**src/rtl/execPkg.sv**
```systemverilog
package execPkg;

  // Data byte width of the core
  localparam int byteW = 8;

  // Register pair width, high byte over low byte
  localparam int pairW = 16;

  // Pair index width, shared by logical and physical pair numbers
  localparam int pairAddrW = 3;

  // Logical pair codes as seen by a command
  // Codes 4 to 6 address the alternate BC', DE' and HL' directly
  localparam logic [pairAddrW-1:0] pairBC = 3'd0;
  localparam logic [pairAddrW-1:0] pairDE = 3'd1;
  localparam logic [pairAddrW-1:0] pairHL = 3'd2;
  localparam logic [pairAddrW-1:0] pairIX = 3'd3;
  localparam logic [pairAddrW-1:0] pairIY = 3'd7;

  // Command opcodes
  // The ALU ops compute dst = dst op src on single bytes
  // The 16-bit ops step a whole pair by one
  typedef enum logic [3:0] {
    opNop,
    opLdi,
    opMov,
    opAdd,
    opSub,
    opAnd,
    opOr,
    opXor,
    opInc16,
    opDec16,
    opExx
  } opT;

  // One command as presented on the strobe
  // The Hi bits pick the high byte of the named pair, else the low byte
  typedef struct packed {
    opT                   op;
    logic [pairAddrW-1:0] dstPair;
    logic                 dstHi;
    logic [pairAddrW-1:0] srcPair;
    logic                 srcHi;
    logic [byteW-1:0]     imm;
  } cmdT;

  // Flag register, a subset of the Z80 F register
  typedef struct packed {
    logic sign;
    logic zero;
    logic carry;
  } flagT;

  // Result returned with the done pulse
  typedef struct packed {
    logic [pairW-1:0] value;
    flagT             flags;
  } resT;

endpackage

```
**src/rtl/regFile.sv**
```systemverilog
`timescale 1ns/100ps

// Eight register pairs held as separate high and low byte banks
// Port A doubles as the write address
module regFile
  import execPkg::*;
(
  input  logic                 clk,
  input  logic                 cen,
  input  logic                 weH,
  input  logic                 weL,
  input  logic [byteW-1:0]     dIH,
  input  logic [byteW-1:0]     dIL,
  input  logic [pairAddrW-1:0] addrA,
  input  logic [pairAddrW-1:0] addrB,
  input  logic [pairAddrW-1:0] addrC,
  output logic [byteW-1:0]     doAH,
  output logic [byteW-1:0]     doAL,
  output logic [byteW-1:0]     doBH,
  output logic [byteW-1:0]     doBL,
  output logic [byteW-1:0]     doCH,
  output logic [byteW-1:0]     doCL
);

  // High and low byte of each physical pair, indexed by pair number
  logic [byteW-1:0] regsH [8];
  logic [byteW-1:0] regsL [8];

  // Writes land on the clock edge, each byte under its own enable
  always_ff @(posedge clk)
  begin
    if (cen)
    begin
      if (weH)
        regsH[addrA] <= dIH;
      if (weL)
        regsL[addrA] <= dIL;
    end
  end

  // All three read ports are combinational
  assign doAH = regsH[addrA];
  assign doAL = regsL[addrA];
  assign doBH = regsH[addrB];
  assign doBL = regsL[addrB];
  assign doCH = regsH[addrC];
  assign doCL = regsL[addrC];

endmodule

```
**src/rtl/aluUnit.sv**
```systemverilog
`timescale 1ns/100ps

// Byte ALU for the register slice
// Purely combinational, the caller decides whether the flags are kept
module aluUnit
  import execPkg::*;
(
  input  opT               op,
  input  logic [byteW-1:0] aBus,
  input  logic [byteW-1:0] bBus,
  output logic [byteW-1:0] yBus,
  output flagT             flagsOut
);

  // One extra bit on the sum and difference catches carry and borrow
  logic [byteW:0]   sum9;
  logic [byteW:0]   diff9;
  logic [byteW-1:0] yInt;
  logic             carryOut;

  always_comb
  begin
    sum9     = {1'b0, aBus} + {1'b0, bBus};
    diff9    = {1'b0, aBus} - {1'b0, bBus};

    // Loads and copies just pass the source byte through
    yInt     = bBus;
    carryOut = 1'b0;

    case (op)
      opAdd:
      begin
        yInt     = sum9[byteW-1:0];
        carryOut = sum9[byteW];
      end
      opSub:
      begin
        // The top bit of the difference is set exactly when aBus < bBus
        yInt     = diff9[byteW-1:0];
        carryOut = diff9[byteW];
      end
      opAnd:
      begin
        yInt = aBus & bBus;
      end
      opOr:
      begin
        yInt = aBus | bBus;
      end
      opXor:
      begin
        yInt = aBus ^ bBus;
      end
      default:
      begin
        yInt = bBus;
      end
    endcase
  end

  assign yBus = yInt;

  // Sign is the top bit of the byte, zero when every bit is clear
  // Logic ops leave carryOut at zero, which clears carry
  assign flagsOut.sign  = yInt[byteW-1];
  assign flagsOut.zero  = (yInt == '0);
  assign flagsOut.carry = carryOut;

endmodule

```
**src/rtl/pairArith.sv**
```systemverilog
`timescale 1ns/100ps

// Pair incrementer and decrementer
// On a Z80 this unit sits apart from the byte ALU, so INC rr and DEC rr
// never touch the flags and can run beside an 8-bit operation
module pairArith
  import execPkg::*;
(
  input  logic             decr,
  input  logic [pairW-1:0] pairIn,
  output logic [pairW-1:0] pairOut
);

  // Step added to the pair
  // All ones is minus one in two's complement, so a single adder serves
  // both directions
  logic [pairW-1:0] step;

  always_comb
  begin
    if (decr)
    begin
      step = '1;
    end
    else
    begin
      step = pairW'(1);
    end
  end

  // The carry out of the top bit is dropped, so FFFF steps up to 0000
  // and 0000 steps down to FFFF
  assign pairOut = pairIn + step;

endmodule

```
**src/rtl/execCtrl.sv**
```systemverilog
`timescale 1ns/100ps

// Command register, EXX bank mapping and write-back control
// A command strobed at edge N executes during the next cycle and retires at N+1
module execCtrl
  import execPkg::*;
(
  input  logic                 clk,
  input  logic                 rst,
  input  logic                 cmdValid,
  input  cmdT                  cmd,
  input  logic [pairAddrW-1:0] addrSel,
  output logic [pairAddrW-1:0] addrA,
  output logic [pairAddrW-1:0] addrB,
  output logic [pairAddrW-1:0] addrC,
  output logic                 weH,
  output logic                 weL,
  output logic                 cen,
  output logic [byteW-1:0]     dIH,
  output logic [byteW-1:0]     dIL,
  input  logic [byteW-1:0]     doAH,
  input  logic [byteW-1:0]     doAL,
  input  logic [byteW-1:0]     doBH,
  input  logic [byteW-1:0]     doBL,
  output opT                   aluOp,
  output logic [byteW-1:0]     aluA,
  output logic [byteW-1:0]     aluB,
  input  logic [byteW-1:0]     aluY,
  input  flagT                 aluFlags,
  output logic                 decr,
  output logic [pairW-1:0]     pairIn,
  input  logic [pairW-1:0]     pairOut,
  output logic                 done,
  output resT                  result,
  output logic                 bankSel
);

  cmdT              cmdQ;
  logic             cmdQValid;
  logic [pairW-1:0] valueQ;
  logic [pairW-1:0] resValue;
  flagT             flagQ;
  logic             isByteOp;
  logic             isAluOp;
  logic             isPairOp;

  // EXX flips the top index bit of BC, DE and HL, IX and IY stay put
  function automatic logic [pairAddrW-1:0] mapPair(
    input logic [pairAddrW-1:0] logical,
    input logic                 bank
  );
    logic [pairAddrW-1:0] physical;
    physical = logical;
    if (logical != pairIX && logical != pairIY)
      physical[pairAddrW-1] = logical[pairAddrW-1] ^ bank;
    return physical;
  endfunction

  // Sort the opcode into the three write-back classes
  always_comb
  begin
    isByteOp = 1'b0;
    isAluOp  = 1'b0;
    isPairOp = 1'b0;
    case (cmdQ.op)
      opLdi, opMov:
      begin
        isByteOp = 1'b1;
      end
      opAdd, opSub, opAnd, opOr, opXor:
      begin
        isByteOp = 1'b1;
        isAluOp  = 1'b1;
      end
      opInc16, opDec16:
      begin
        isPairOp = 1'b1;
      end
      default:
      begin
        isByteOp = 1'b0;
      end
    endcase
  end

  // Port A holds the destination, port B the source, port C the bus address
  assign addrA = mapPair(cmdQ.dstPair, bankSel);
  assign addrB = mapPair(cmdQ.srcPair, bankSel);
  assign addrC = mapPair(addrSel, bankSel);

  // An immediate load reaches the ALU on the B side and passes through
  assign aluOp  = cmdQ.op;
  assign aluA   = cmdQ.dstHi ? doAH : doAL;
  assign aluB   = (cmdQ.op == opLdi) ? cmdQ.imm
                                     : (cmdQ.srcHi ? doBH : doBL);
  assign decr   = (cmdQ.op == opDec16);
  assign pairIn = {doAH, doAL};

  // Byte ops write one half of the destination, pair ops write both
  assign cen = cmdQValid;
  assign weH = cmdQValid & (isPairOp | (isByteOp & cmdQ.dstHi));
  assign weL = cmdQValid & (isPairOp | (isByteOp & ~cmdQ.dstHi));
  assign dIH = isPairOp ? pairOut[pairW-1:byteW] : aluY;
  assign dIL = isPairOp ? pairOut[byteW-1:0] : aluY;

  // Value reported with done, zero for EXX and NOP
  assign resValue = isPairOp ? pairOut : (isByteOp ? {{byteW{1'b0}}, aluY} : '0);

  always_ff @(posedge clk)
  begin
    if (rst)
    begin
      cmdQValid <= 1'b0;
      done      <= 1'b0;
      bankSel   <= 1'b0;
      flagQ     <= '0;
    end
    else
    begin
      cmdQValid <= cmdValid;
      done      <= cmdQValid;
      if (cmdQValid && cmdQ.op == opExx)
        bankSel <= ~bankSel;
      // Only the byte ALU ops change the flags
      if (cmdQValid && isAluOp)
        flagQ <= aluFlags;
    end
  end

  always_ff @(posedge clk)
  begin
    if (cmdValid)
      cmdQ <= cmd;
    if (cmdQValid)
      valueQ <= resValue;
  end

  assign result = '{value: valueQ, flags: flagQ};

endmodule

```
**src/rtl/execCore.sv**
```systemverilog
`timescale 1ns/100ps

// Register and execute slice of the CPU core
// Control, register file, byte ALU and pair unit wired together
module execCore
  import execPkg::*;
(
  input  logic                 clk,
  input  logic                 rst,
  input  logic                 cmdValid,
  input  cmdT                  cmd,
  input  logic [pairAddrW-1:0] addrSel,
  output logic                 done,
  output resT                  result,
  output logic                 bankSel,
  output logic [pairW-1:0]     busAddr
);

  // Register file side
  logic [pairAddrW-1:0] addrA;
  logic [pairAddrW-1:0] addrB;
  logic [pairAddrW-1:0] addrC;
  logic                 weH;
  logic                 weL;
  logic                 cen;
  logic [byteW-1:0]     dIH;
  logic [byteW-1:0]     dIL;
  logic [byteW-1:0]     doAH;
  logic [byteW-1:0]     doAL;
  logic [byteW-1:0]     doBH;
  logic [byteW-1:0]     doBL;
  logic [byteW-1:0]     doCH;
  logic [byteW-1:0]     doCL;

  // ALU and pair unit side
  opT                   aluOp;
  logic [byteW-1:0]     aluA;
  logic [byteW-1:0]     aluB;
  logic [byteW-1:0]     aluY;
  flagT                 aluFlags;
  logic                 decr;
  logic [pairW-1:0]     pairIn;
  logic [pairW-1:0]     pairOut;

  execCtrl i_execCtrl (
    .clk, .rst, .cmdValid, .cmd, .addrSel,
    .addrA, .addrB, .addrC, .weH, .weL, .cen, .dIH, .dIL,
    .doAH, .doAL, .doBH, .doBL,
    .aluOp, .aluA, .aluB, .aluY, .aluFlags,
    .decr, .pairIn, .pairOut,
    .done, .result, .bankSel
  );

  regFile i_regFile (
    .clk, .cen, .weH, .weL, .dIH, .dIL,
    .addrA, .addrB, .addrC,
    .doAH, .doAL, .doBH, .doBL, .doCH, .doCL
  );

  aluUnit i_aluUnit (
    .op(aluOp), .aBus(aluA), .bBus(aluB), .yBus(aluY), .flagsOut(aluFlags)
  );

  pairArith i_pairArith (
    .decr, .pairIn, .pairOut
  );

  // Port C follows the current register contents with no register stage
  assign busAddr = {doCH, doCL};

endmodule

```
**config.mk**
```make
export PLATFORM = sky130hd
export DESIGN_NAME = execCore
export DESIGN_NICKNAME = d
export VERILOG_FILES = /design/src/rtl/execPkg.sv /design/src/rtl/regFile.sv /design/src/rtl/aluUnit.sv /design/src/rtl/pairArith.sv /design/src/rtl/execCtrl.sv /design/src/rtl/execCore.sv
export SDC_FILE = /design/constraint.sdc
export NUM_CORES = 1
export LEC_CHECK = 0
export BUFFER_PORTS_ARGS = -buffer_cell sky130_fd_sc_hd__buf_2
export CORE_MARGIN = 3
export CORE_UTILIZATION = 45
export CTS_CLUSTER_DIAMETER = 50
export DETAILED_ROUTE_END_ITERATION = 8
export PLACE_DENSITY = 0.64
export SLEW_MARGIN = 15
export SYNTH_ARGS = -nofsm -noshare
export SYNTH_HDL_FRONTEND = slang
export SYNTH_SLANG_ARGS = --single-unit
```
**constraint.sdc**
```tcl
create_clock -name clk -period 10.4 [get_ports clk]
set_input_delay 0.52 -clock clk [delete_from_list [all_inputs] [get_ports clk]]
set_output_delay 0.52 -clock clk [all_outputs]
set_load 0.005 [all_outputs]
```
# == Word level (Yosys, flattened, before mapping) ==
# Memory sizes are Yosys's and may differ from the RTL's.
# Cells that the tools add are included.
# totals
latchBits,0
regBits,42
mem_bits_ro,0
n_memories,2
ramBits,128
inputBits,26
word_cells,79
# memory_table
name,words,width,rd,rd_clocked_by_memory_dff,wr,line,source
i_regFile.regsH,8,8,3,0,1,regFile.sv:26,logic [byteW-1:0] regsH [8];
i_regFile.regsL,8,8,3,0,1,regFile.sv:27,logic [byteW-1:0] regsL [8];
# classes
reduce_logical,9
shifts,0
n_div,0
bitwise_logic,14
mul,0
n_addsub,3
eq_ne,16
mux,22
magnitude_cmp,0
# ops
cell,n
$mux 8,6
$pmux 8 s5,1
$mux 16,2
$add 16x16->16,1
$eq 4x3->1 const B,4
$eq 4x4->1 const B,3
$mux 1,12
$add 8x8->9,1
$ne 3x2->1 const B,3
$ne 3x3->1 const B,3
$sub 8x8->9,1
$and 8x8->8,1
$eq 4x2->1 const B,2
$logic_not 8->1,1
$or 8x8->8,1
$xor 8x8->8,1
$reduce_or 7->1,1
$logic_and 1x1->1,5
$reduce_or 5->1,1
$and 1x1->1,4
$eq 4x1->1 const B,1
$xor 1x1->1,3
$not 1->1,2
$or 1x1->1,2
other kinds (2),2

# == Depth between registers and ports, before layout ==
# Gate-level depths: netlist of the first run.
# An unclocked memory read counts as a cell.
# logic_depth
depth_word,10
depth_mapped,20
mapped_depth_nobuf,17

# == Hierarchy ==
# From an unflattened synthesis of the first run, not the netlist that was laid out.
# unflattened
hier_cells,806
hier_area_um2,11438.5
# modules_own_cells
mod,seq_area_each_um2,cells_per_inst,n_inst,area_each_um2
regFile,3843.7,324,1,7135.6
execCtrl,1201.2,199,1,2204.6
aluUnit,0.0,187,1,1362.6
pairArith,0.0,96,1,735.7

# == Least setup slack after synthesis of the first run ==
# No wires, ideal clock.
# synth_timing
path_kind,reg2reg
from,register i_execCtrl.cmdQ (netlist bit i_execCtrl.addrB[1])
to,"memory i_regFile.regsH[0][6], data pin"
stages_incl_launch_ff,17
t_required_ns,10.078
arrival_time_ns,3.928
path_slack_ns,6.151
path_cell_list,edfxtp_1 > clkbuf_1 > buf_2 > mux4_2 > mux4_2 > mux2i_1 > inv_1 > ha_1 > fa_1 > nand2b_1 > a21oi_1 > nor2_1 > o31a_1 > mux2i_1 > o32ai_1 > nand2b_1 > o21ai_0
# synth_via
elab_chain_len,9
# synth_lines
element,line,source
from (decl),execCtrl.sv:38,cmdT cmdQ;
from (signal assigned),execCtrl.sv:133,cmdQ <= cmd;
$ne 3x2->1 or $ne 3x3->1 (tied branches),execCtrl.sv:54,if (logical != pairIX && logical != pairIY)
$logic_and 1x1->1,execCtrl.sv:54,
$mux 1,execCtrl.sv:54,
"$mem_v2 8x8, on equally long branches",-,
$mux 8 *,execCtrl.sv:95,: (cmdQ.srcHi ? doBH : doBL);
$mux 8 *,execCtrl.sv:94,assign aluB = (cmdQ.op == opLdi) ? cmdQ.imm
$sub 8x8->9 (tied with other cells),aluUnit.sv:24,"diff9 = {1'b0, aBus} - {1'b0, bBus};"
$pmux 8 s5 *,aluUnit.sv:30,case (op)
$mux 8 *,execCtrl.sv:103,assign dIH = isPairOp ? pairOut[pairW-1:byteW] : aluY;
net dIH[6],execCore.sv:26,logic [byteW-1:0] dIH;
to (decl),regFile.sv:26,
# The timed path passes the listed nets; every way through them passes the cells marked *.

# == Worst setup path in the final report of the first run ==
# layout_timing
from,register i_execCtrl.bankSel
to,"memory i_regFile.regsH[4][6], data pin"
# layout_via
elab_chain_len,8
# layout_lines
element,line,source
from (decl),execCtrl.sv:35,output logic bankSel
from (signal assigned),execCtrl.sv:123,bankSel <= ~bankSel;
$xor 1x1->1,execCtrl.sv:55,physical[pairAddrW-1] = logical[pairAddrW-1] ^ bank;
$mux 1,execCtrl.sv:54,
"$mem_v2 8x8, on equally long branches",-,
$mux 8,execCtrl.sv:95,
$mux 8,execCtrl.sv:94,
$sub 8x8->9 (tied with other cells),aluUnit.sv:24,
$pmux 8 s5,aluUnit.sv:30,
$mux 8 *,execCtrl.sv:103,
net dIH[6],execCore.sv:26,
# Marked as above.

==> results of run 1 <==
metal layers:
metal	vias up	track usage	share of wire
li1	3590	-	-
met1	4042	0.343	0.40
met4	2	0.0810	0.030
met2	485	0.399	0.47
met5	-	0	0.00040
met3	71	0.0454	0.094
logic make-up (layout without fill, tap and decap cells):
family | Yosys count | after routing
flip-flops | 170 | 170
adder cells (fa/ha/maj) | 42 | 42
AND/OR/NAND/NOR | 225 | 225
AO/OA/AOI/OAI | 218 | 218
buffers and inverters | 96 | 154
multiplexers | 128 | 128
XOR/XNOR | 24 | 24
layout make-up:
type                       count  area (sq um)
fill                        2057         11500
clock inverter                15           153
clock buffer                  17           425
inverter                      39           146
multi-input combinational    637          5480
timing repair buffer          83           468
sequential                   170          5040
tap                          319           399
path summary, 6_finish.rpt:
path	depth (start not counted)	endpoint	slack [ps]
max	17	i_regFile.regsH[4][6]	4590
min	1	i_execCtrl.cmdQ[8]	250
max reg2reg	17	i_regFile.regsH[4][6]	4590
min reg2reg	2	i_execCtrl.result[2]	500
cell usage after synthesis, drive strengths merged (2+ instances only):
| master | instances |
|---|---|
| o21bai | 6 |
| a211o | 7 |
| nand2b | 12 |
| nor4 | 4 |
| fa | 3 |
| clkbuf | 39 |
| dfxtp | 6 |
| a221oi | 2 |
| ha | 39 |
| mux2 | 22 |
| inv | 39 |
| xnor2 | 11 |
| a311oi | 2 |
| nand2 | 64 |
| o21ai | 48 |
| nor2 | 71 |
| a2111oi | 3 |
| o22ai | 17 |
| nor2b | 10 |
| a222oi | 2 |
| buf | 18 |
| mux2i | 38 |
| nand3 | 9 |
| or2 | 8 |
| nor3 | 18 |
| a21boi | 2 |
| and3 | 6 |
| a211oi | 17 |
| a21bo | 2 |
| o21a | 3 |
| o31ai | 2 |
| and2 | 8 |
| or3 | 3 |
| o221ai | 6 |
| edfxtp | 164 |
| a21o | 18 |
| a22oi | 2 |
| nand3b | 5 |
| nand4 | 4 |
| mux4 | 68 |
| xor2 | 13 |
| o31a | 3 |
| a21oi | 52 |
| a31oi | 11 |
metrics by stage:
stage	std cells	hold WS, ps	worst slack, ps
global route	1280	246	4340
floorplan	903	487	6150
finish	1280	252	4590
detailed placement	1248	495	4730
global placement	1248	491	4860
CTS	1280	244	4690
registers in the layout (all words and copies together) (netlist names):
| register | cells |
|---|---|
| i_regFile.regsH | 64 |
| i_regFile.regsL | 64 |
| i_execCtrl.valueQ | 16 |
| i_execCtrl.cmdQ | 12 |
| i_execCtrl.aluOp | 4 |
| i_execCtrl.result | 3 |
| i_execCtrl.addrA | 2 |
| i_execCtrl.addrB | 2 |
| i_execCtrl.bankSel | 1 |
| i_execCtrl.cen | 1 |
| i_execCtrl.done | 1 |
worst max-delay path, cell delays in order, from the launching register on:
cell and delay, ps:
sky130_fd_sc_hd__dfxtp_1 580, sky130_fd_sc_hd__xor2_4 160, sky130_fd_sc_hd__buf_4 470, sky130_fd_sc_hd__nor3_1 100
sky130_fd_sc_hd__a21oi_1 160, sky130_fd_sc_hd__nor2_1 60, sky130_fd_sc_hd__a2111oi_1 1020, sky130_fd_sc_hd__mux2_2 340
sky130_fd_sc_hd__inv_1 70, sky130_fd_sc_hd__ha_1 230, sky130_fd_sc_hd__fa_1 480, sky130_fd_sc_hd__o21bai_1 160
sky130_fd_sc_hd__a21o_1 220, sky130_fd_sc_hd__a211o_1 140, sky130_fd_sc_hd__a21oi_1 60, sky130_fd_sc_hd__o32ai_1 510
sky130_fd_sc_hd__nand2b_1 230, sky130_fd_sc_hd__o21ai_0 380
where the power goes:
group | total, mW | switching, mW | internal (mW) | leakage (nW)
combinational | 0.550 | 0.345 | 0.205 | 2.68
clock | 0.636 | 0.315 | 0.321 | 0.285
sequential | 0.819 | 0.0121 | 0.807 | 1.55
total | 2.01 | 0.672 | 1.33 | 4.52
==> flow_summary_export.csv, run 1 <==
group,metric,value,unit
clock_network,tritoncts,"yes",
pwr,powerDensity,166,nW/um^2
worst_setup_path,critical_path_class,"reg -> reg",
synthesis,postSynthNetCount,971,
synthesis,synth_top_area_share,0.453,
pwr,leakagePower,4.52,nW
floorplan,die_area,26100,sq um
global_routing,total_global_route_track_usage,0.248,
synthesis,synth_compound_gate_area_share,0.131,
floorplan,initial_standard_cell_utilization_of_the_core,0.461,
hold_path,min-delay-path-class,"in -> reg",
synthesis,synth_xor_xnor_area_share,0.0207,
run,timing.max_cap.violations,0,
synthesis,ys_top_cells_by_area,"sky130_fd_sc_hd__edfxtp_1 (45%), sky130_fd_sc_hd__mux4_2 (14%), sky130_fd_sc_hd__ha_1 (4.5%)",
synthesis,async_reset_ff_frac,0,
floorplan,row_count,56,
cells_and_area,insertedDiodeCount,0,
clock_network,cts_resized,0,
cells_and_area,top_library_cells_by_usage_in_the_layout_fill_and_taps_aside,"sky130_fd_sc_hd__edfxtp_1 (164), sky130_fd_sc_hd__nor2_1 (71), sky130_fd_sc_hd__mux4_2 (67), sky130_fd_sc_hd__nand2_1 (64), sky130_fd_sc_hd__buf_2 (62)",
place,portBuffers,62,
route,routed_wirelength,32.3,mm
timing,rsz0062_at_grt,"no",
timing,finalCriticalPeriod,5810,ps
synthesis,synth_enable_flop_cells,164,
floorplan,core_box_area,23600,sq um
clock_network,cts-buffers-inserted,17,
synthesis,dominant_combinational_cell_family_by_area_after_synthesis,"multiplexers",
clock_network,htree_depth,4,
route,drc,0,
cells_and_area,drive_gt1_frac,0.232,
timing,finalSetupTns,0,ps
synthesis,yosys.area.top_type,"sky130_fd_sc_hd__edfxtp_1",
synthesis,postSynth.topFlopCell,"sky130_fd_sc_hd__edfxtp_1",
timing,slew_headroom,0.210,
synthesis,synthesis.area,10900,sq um
cells_and_area,finish.utilization,0.513,
synthesis,postSynthRegisterBits,170,
synthesis,sequential_cell_area_fraction_in_the_yosys_report,0.464,
timing,final-max-slew-violation-count,0,
global_routing,largest_net_degree_at_the_start_of_global_routing,43,
cells_and_area,stdcell_area,12100,sq um
synthesis,synth_simple_gate_area_share,0.0972,
synthesis,synthDistinctLibCells,74,
timing,hold_violations,0,
route,vias_per_cell,6.40,
clock_network,post-cts-setup-buffers,0,
route,number_of_design_rule_violations_left_by_the_first_detailed_router_iteration,865,
floorplan,fp.dieW,161,um
pwr,post-layout-total-power,2.01,mW
place,detailedPlacementHpwl,22.7,mm
route,ant_nets,0,
clock_network,clockRootBuffer,"sky130_fd_sc_hd__clkbuf_16",
worst_setup_path,crit_path_max_fanout,42,
synthesis,post_synth_fa_ha_maj_area_fraction,0.0504,
timing,setup_viol,0,
worst_setup_path,crit_path_end_kind,"flip-flop",
cells_and_area,final_common_cell,"sky130_fd_sc_hd__edfxtp_1",
global_routing,antenna_found_initial,2,
timing,actual_slew_at_the_worst_max_slew_pin,1180,ps
timing,max_freq,0.172,GHz
route,wl_per_cell,25.2,um
global_routing,grt_pass1_wl,48.5,mm
hold_path,hold_path_startpoint,"cmd[8]",
worst_setup_path,crit_required,10450,ps
floorplan,top_level_ports,63,
worst_setup_path,cp-start-kind,"flip-flop",
clock_network,clock_sinks,170,
worst_setup_path,critPathLaunch,"i_execCtrl.bankSel",
floorplan,die_y,161,um
synthesis,syn_area_per_cell,12.0,sq um
synthesis,post_synth_inst_count,903,
clock_network,skew_pair_late_insertion_delay,450,ps
outcome,run_status,"finished, final reports clean",
timing,period_share,0.558,
worst_setup_path,cp.arrival,5850,ps
clock_network,hold_buffers,0,
timing,finClkSkew,15.9,ps
route,detailroute.via_count,8190,
global_routing,grt_pass1_vias,7925,
global_routing,overflow,0,
clock_network,clk_pin_slew_worst_paths,70,ps
place,final_weighted_congestion_in_routability_driven_placement,0.944,
pwr,vdd_ir_drop_max,77.1,uV
synthesis,ys.warnings.count,0,
worst_setup_path,timing.rr.start,"i_execCtrl.bankSel",
cells_and_area,final_net_count,1016,
cells_and_area,area.growth.synth_to_final,11.3,%
route,detail_route.first_pass.iterations,5,
clock_network,clockBufferDepth,2,
place,cell_area_placed,11500,sq um
synthesis,synth.area.mux_share,0.200,
Power figures use the tool's default switching activity.
==> run 2, diff against run 1 <==
--- a/config.mk
+++ b/config.mk
@@ -10,7 +10,7 @@
 export CORE_UTILIZATION = 45
 export CTS_CLUSTER_DIAMETER = 50
 export DETAILED_ROUTE_END_ITERATION = 8
-export PLACE_DENSITY = 0.64
+export PLACE_DENSITY = 0.66
 export SLEW_MARGIN = 15
 export SYNTH_ARGS = -nofsm -noshare
 export SYNTH_HDL_FRONTEND = slang
==> constraint.sdc (replaced) <==
create_clock -name clk -period 5 [get_ports clk]
set_input_delay 0.25 -clock clk [delete_from_list [all_inputs] [get_ports clk]]
set_output_delay 0.25 -clock clk [all_outputs]
set_load 0.005 [all_outputs]
==> run 2 against run 1 <==
- power grew 120%
- clock-buffer cell count grew 1
- via count grew 2.9%
- sequential power grew 110%
- register-to-register slack lost 4300 ps
- setup slack lost 4300 ps
- critical path depth grew 1
- sequential share of layout area shrank 1.9 points
- die area is the same
- clock power grew 120%
- utilization grew 2.4 points
- hold slack lost 120 ps
- highest routed layer is now met4
==> flow_summary_export.csv, run 2 (same netlist as run 1, synthesis figures left out) <==
group,metric,value,unit
outcome,run_status,"finished, final reports clean",
cells_and_area,final_net_count,1079,
floorplan,top_level_ports,63,
floorplan,die_area,26100,sq um
floorplan,core_box_area,23600,sq um
worst_setup_path,regToRegSetupSlack,320,ps
global_routing,grt_most_used_layer,"met2",
global_routing,overflow,0,
global_routing,gr-usage-met3,0.0518,
clock_network,htree_depth,4,
route,drc,0,
worst_setup_path,cp-start-kind,"flip-flop",
route,number_of_design_rule_violations_left_by_the_first_detailed_router_iteration,1107,
floorplan,row_count,56,
cells_and_area,stdcell_area,12700,sq um
pwr,leakagePower,4.82,nW
pwr,powerDensity,342,nW/um^2
floorplan,fp.dieW,161,um
timing,hold_violations,0,
timing,actual_slew_at_the_worst_max_slew_pin,1060,ps
floorplan,die_y,161,um
cells_and_area,non_filler_cells_final,1343,
pwr,post-layout-total-power,4.34,mW
timing,rsz0062_at_grt,"no",
clock_network,clockRootBuffer,"sky130_fd_sc_hd__clkbuf_16",
global_routing,grt_pass1_vias,8212,
worst_setup_path,critical_path_class,"reg -> reg",
route,vias_per_cell,6.27,
run,timing.max_cap.violations,0,
global_routing,globalRouteMet2Util,0.427,
cells_and_area,area.growth.synth_to_final,16.5,%
pwr,vdd_ir_drop_max,226,uV
cells_and_area,largest_registers,"i_regFile.regsH (64), i_regFile.regsL (64), i_execCtrl.valueQ (16)",
place,portBuffers,62,
global_routing,met1_usage,0.340,
floorplan,initial_standard_cell_utilization_of_the_core,0.461,
global_routing,largest_net_degree_at_the_start_of_global_routing,33,
place,final_weighted_congestion_in_routability_driven_placement,0.987,
timing,slew_headroom,0.294,
worst_setup_path,crit_path_end_kind,"flip-flop",
hold_path,min-delay-path-class,"in -> reg",
timing,max_freq,0.213,GHz
timing,finalSetupTns,0,ps
timing,finalCriticalPeriod,4680,ps
timing,setup_viol,0,
global_routing,total_global_route_track_usage,0.258,
timing,final-max-slew-violation-count,0,
route,detail_route.first_pass.iterations,8,
route,ant_nets,0,
worst_setup_path,crit_path_max_fanout,17,
clock_network,tritoncts,"yes",
clock_network,clock_sinks,170,
worst_setup_path,cp.arrival,4770,ps
route,wl_per_cell,24.9,um
place,detailedPlacementHpwl,24.5,mm
cells_and_area,final_common_cell,"sky130_fd_sc_hd__edfxtp_1",
global_routing,antenna_found_initial,0,
global_routing,grt_pass1_wl,50.2,mm
cells_and_area,top_library_cells_by_usage_in_the_layout_fill_and_taps_aside,"sky130_fd_sc_hd__edfxtp_1 (164), sky130_fd_sc_hd__nor2_1 (71), sky130_fd_sc_hd__mux4_2 (67), sky130_fd_sc_hd__nand2_1 (64), sky130_fd_sc_hd__buf_4 (64)",
route,detailroute.via_count,8426,
clock_network,clk_pin_slew_worst_paths,70,ps
cells_and_area,drive_gt1_frac,0.259,
clock_network,skew_pair_late_insertion_delay,440,ps
clock_network,clockBufferDepth,2,
cells_and_area,insertedDiodeCount,0,
place,cell_area_placed,11900,sq um
worst_setup_path,crit_required,5090,ps
timing,finClkSkew,8.78,ps
timing,period_share,0.937,
route,routed_wirelength,33.4,mm
place,dp.cells,1291,
clock_network,cts-buffers-inserted,17,
run 2: cell types whose count changed in the layout (fill, tap and decap cells not counted), moves of 2 or more:
| cell | change |
|---|---|
| sky130_fd_sc_hd__buf_4 | +43 |
| sky130_fd_sc_hd__dlygate4sd3_1 | +20 |
| sky130_fd_sc_hd__inv_8 | -4 |
| sky130_fd_sc_hd__bufinv_16 | +3 |
| sky130_fd_sc_hd__clkinv_2 | -2 |
| sky130_fd_sc_hd__clkinv_4 | +2 |
| sky130_fd_sc_hd__clkinvlp_4 | +2 |
| sky130_fd_sc_hd__inv_6 | -2 |
| sky130_fd_sc_hd__o21ai_0 | -2 |
| sky130_fd_sc_hd__o21ai_1 | +2 |
run 2: cell type report:
class / count / area (sq um)
Fill cell: 2020 / 10900
Multi-Input combinational cell: 637 / 5480
Sequential cell: 170 / 5040
Timing Repair Buffer: 146 / 991
Clock buffer: 18 / 429
Tap cell: 319 / 399
Clock inverter: 14 / 190
Inverter: 39 / 146
run 2: layer usage:
layer | vias up | wire length (um) | part of all wire
li1 | 3717 | - | -
met1 | 4102 | 13000 | 0.39
met2 | 515 | 16000 | 0.48
met3 | 92 | 3150 | 0.094
met4 | 0 | 1170 | 0.035
met5 | - | 0 | 0
run 2: through the flow:
stage | hold slack [ps] | setup slack [ps] | utilization
finish | 127 | 316 | 0.537
global route | 127 | 79.2 | 0.537
CTS | 2.08 | 300 | 0.536
detailed placement | 429 | 317 | 0.502
global placement | 427 | 394 | 0.502
floorplan | 322 | 751 | -
run 2: worst paths after layout:
kind | startpoint | end | depth (start not counted)
setup / recovery | i_execCtrl.cmdQ[15] | i_regFile.regsL[2][6] | 18
hold / removal | rst | i_execCtrl.result[0] | 2
setup reg to reg | i_execCtrl.cmdQ[15] | i_regFile.regsL[2][6] | 18
hold reg to reg | i_execCtrl.result[0] | i_execCtrl.result[0] | 2
run 2: power by group:
group          switching, mW  leakage, nW  internal, mW
logic                  0.734         2.97         0.495
registers             0.0310         1.55          1.68
clock network          0.604        0.291         0.798
total                   1.37         4.82          2.97
run 2: worst max-delay path: stages, from the launching register on:
cell and delay, ps:
sky130_fd_sc_hd__edfxtp_1 560, sky130_fd_sc_hd__xor2_4 240, sky130_fd_sc_hd__buf_4 250, sky130_fd_sc_hd__nor3_1 160
sky130_fd_sc_hd__a21oi_1 60, sky130_fd_sc_hd__o21ai_0 630, sky130_fd_sc_hd__nor2_1 120, sky130_fd_sc_hd__a21o_1 230
sky130_fd_sc_hd__ha_1 310, sky130_fd_sc_hd__buf_4 160, sky130_fd_sc_hd__inv_1 100, sky130_fd_sc_hd__o21bai_1 70
sky130_fd_sc_hd__a21o_1 200, sky130_fd_sc_hd__buf_4 150, sky130_fd_sc_hd__nand4_1 90, sky130_fd_sc_hd__a21oi_1 70
sky130_fd_sc_hd__o32ai_1 410, sky130_fd_sc_hd__nand2b_1 210, sky130_fd_sc_hd__nand2_1 290
run 2: repair_timing:
| item | 4_1_cts | 5_1_grt |
|---|---|---|
| endpoints found under the hold margin | 19 | 1 |
| resized for setup | 0 | 2 |
| hold buffers | 19 | 1 |
| buffers inserted | 0 | 0 |
| endpoints found under the setup margin | 0 | 16 |
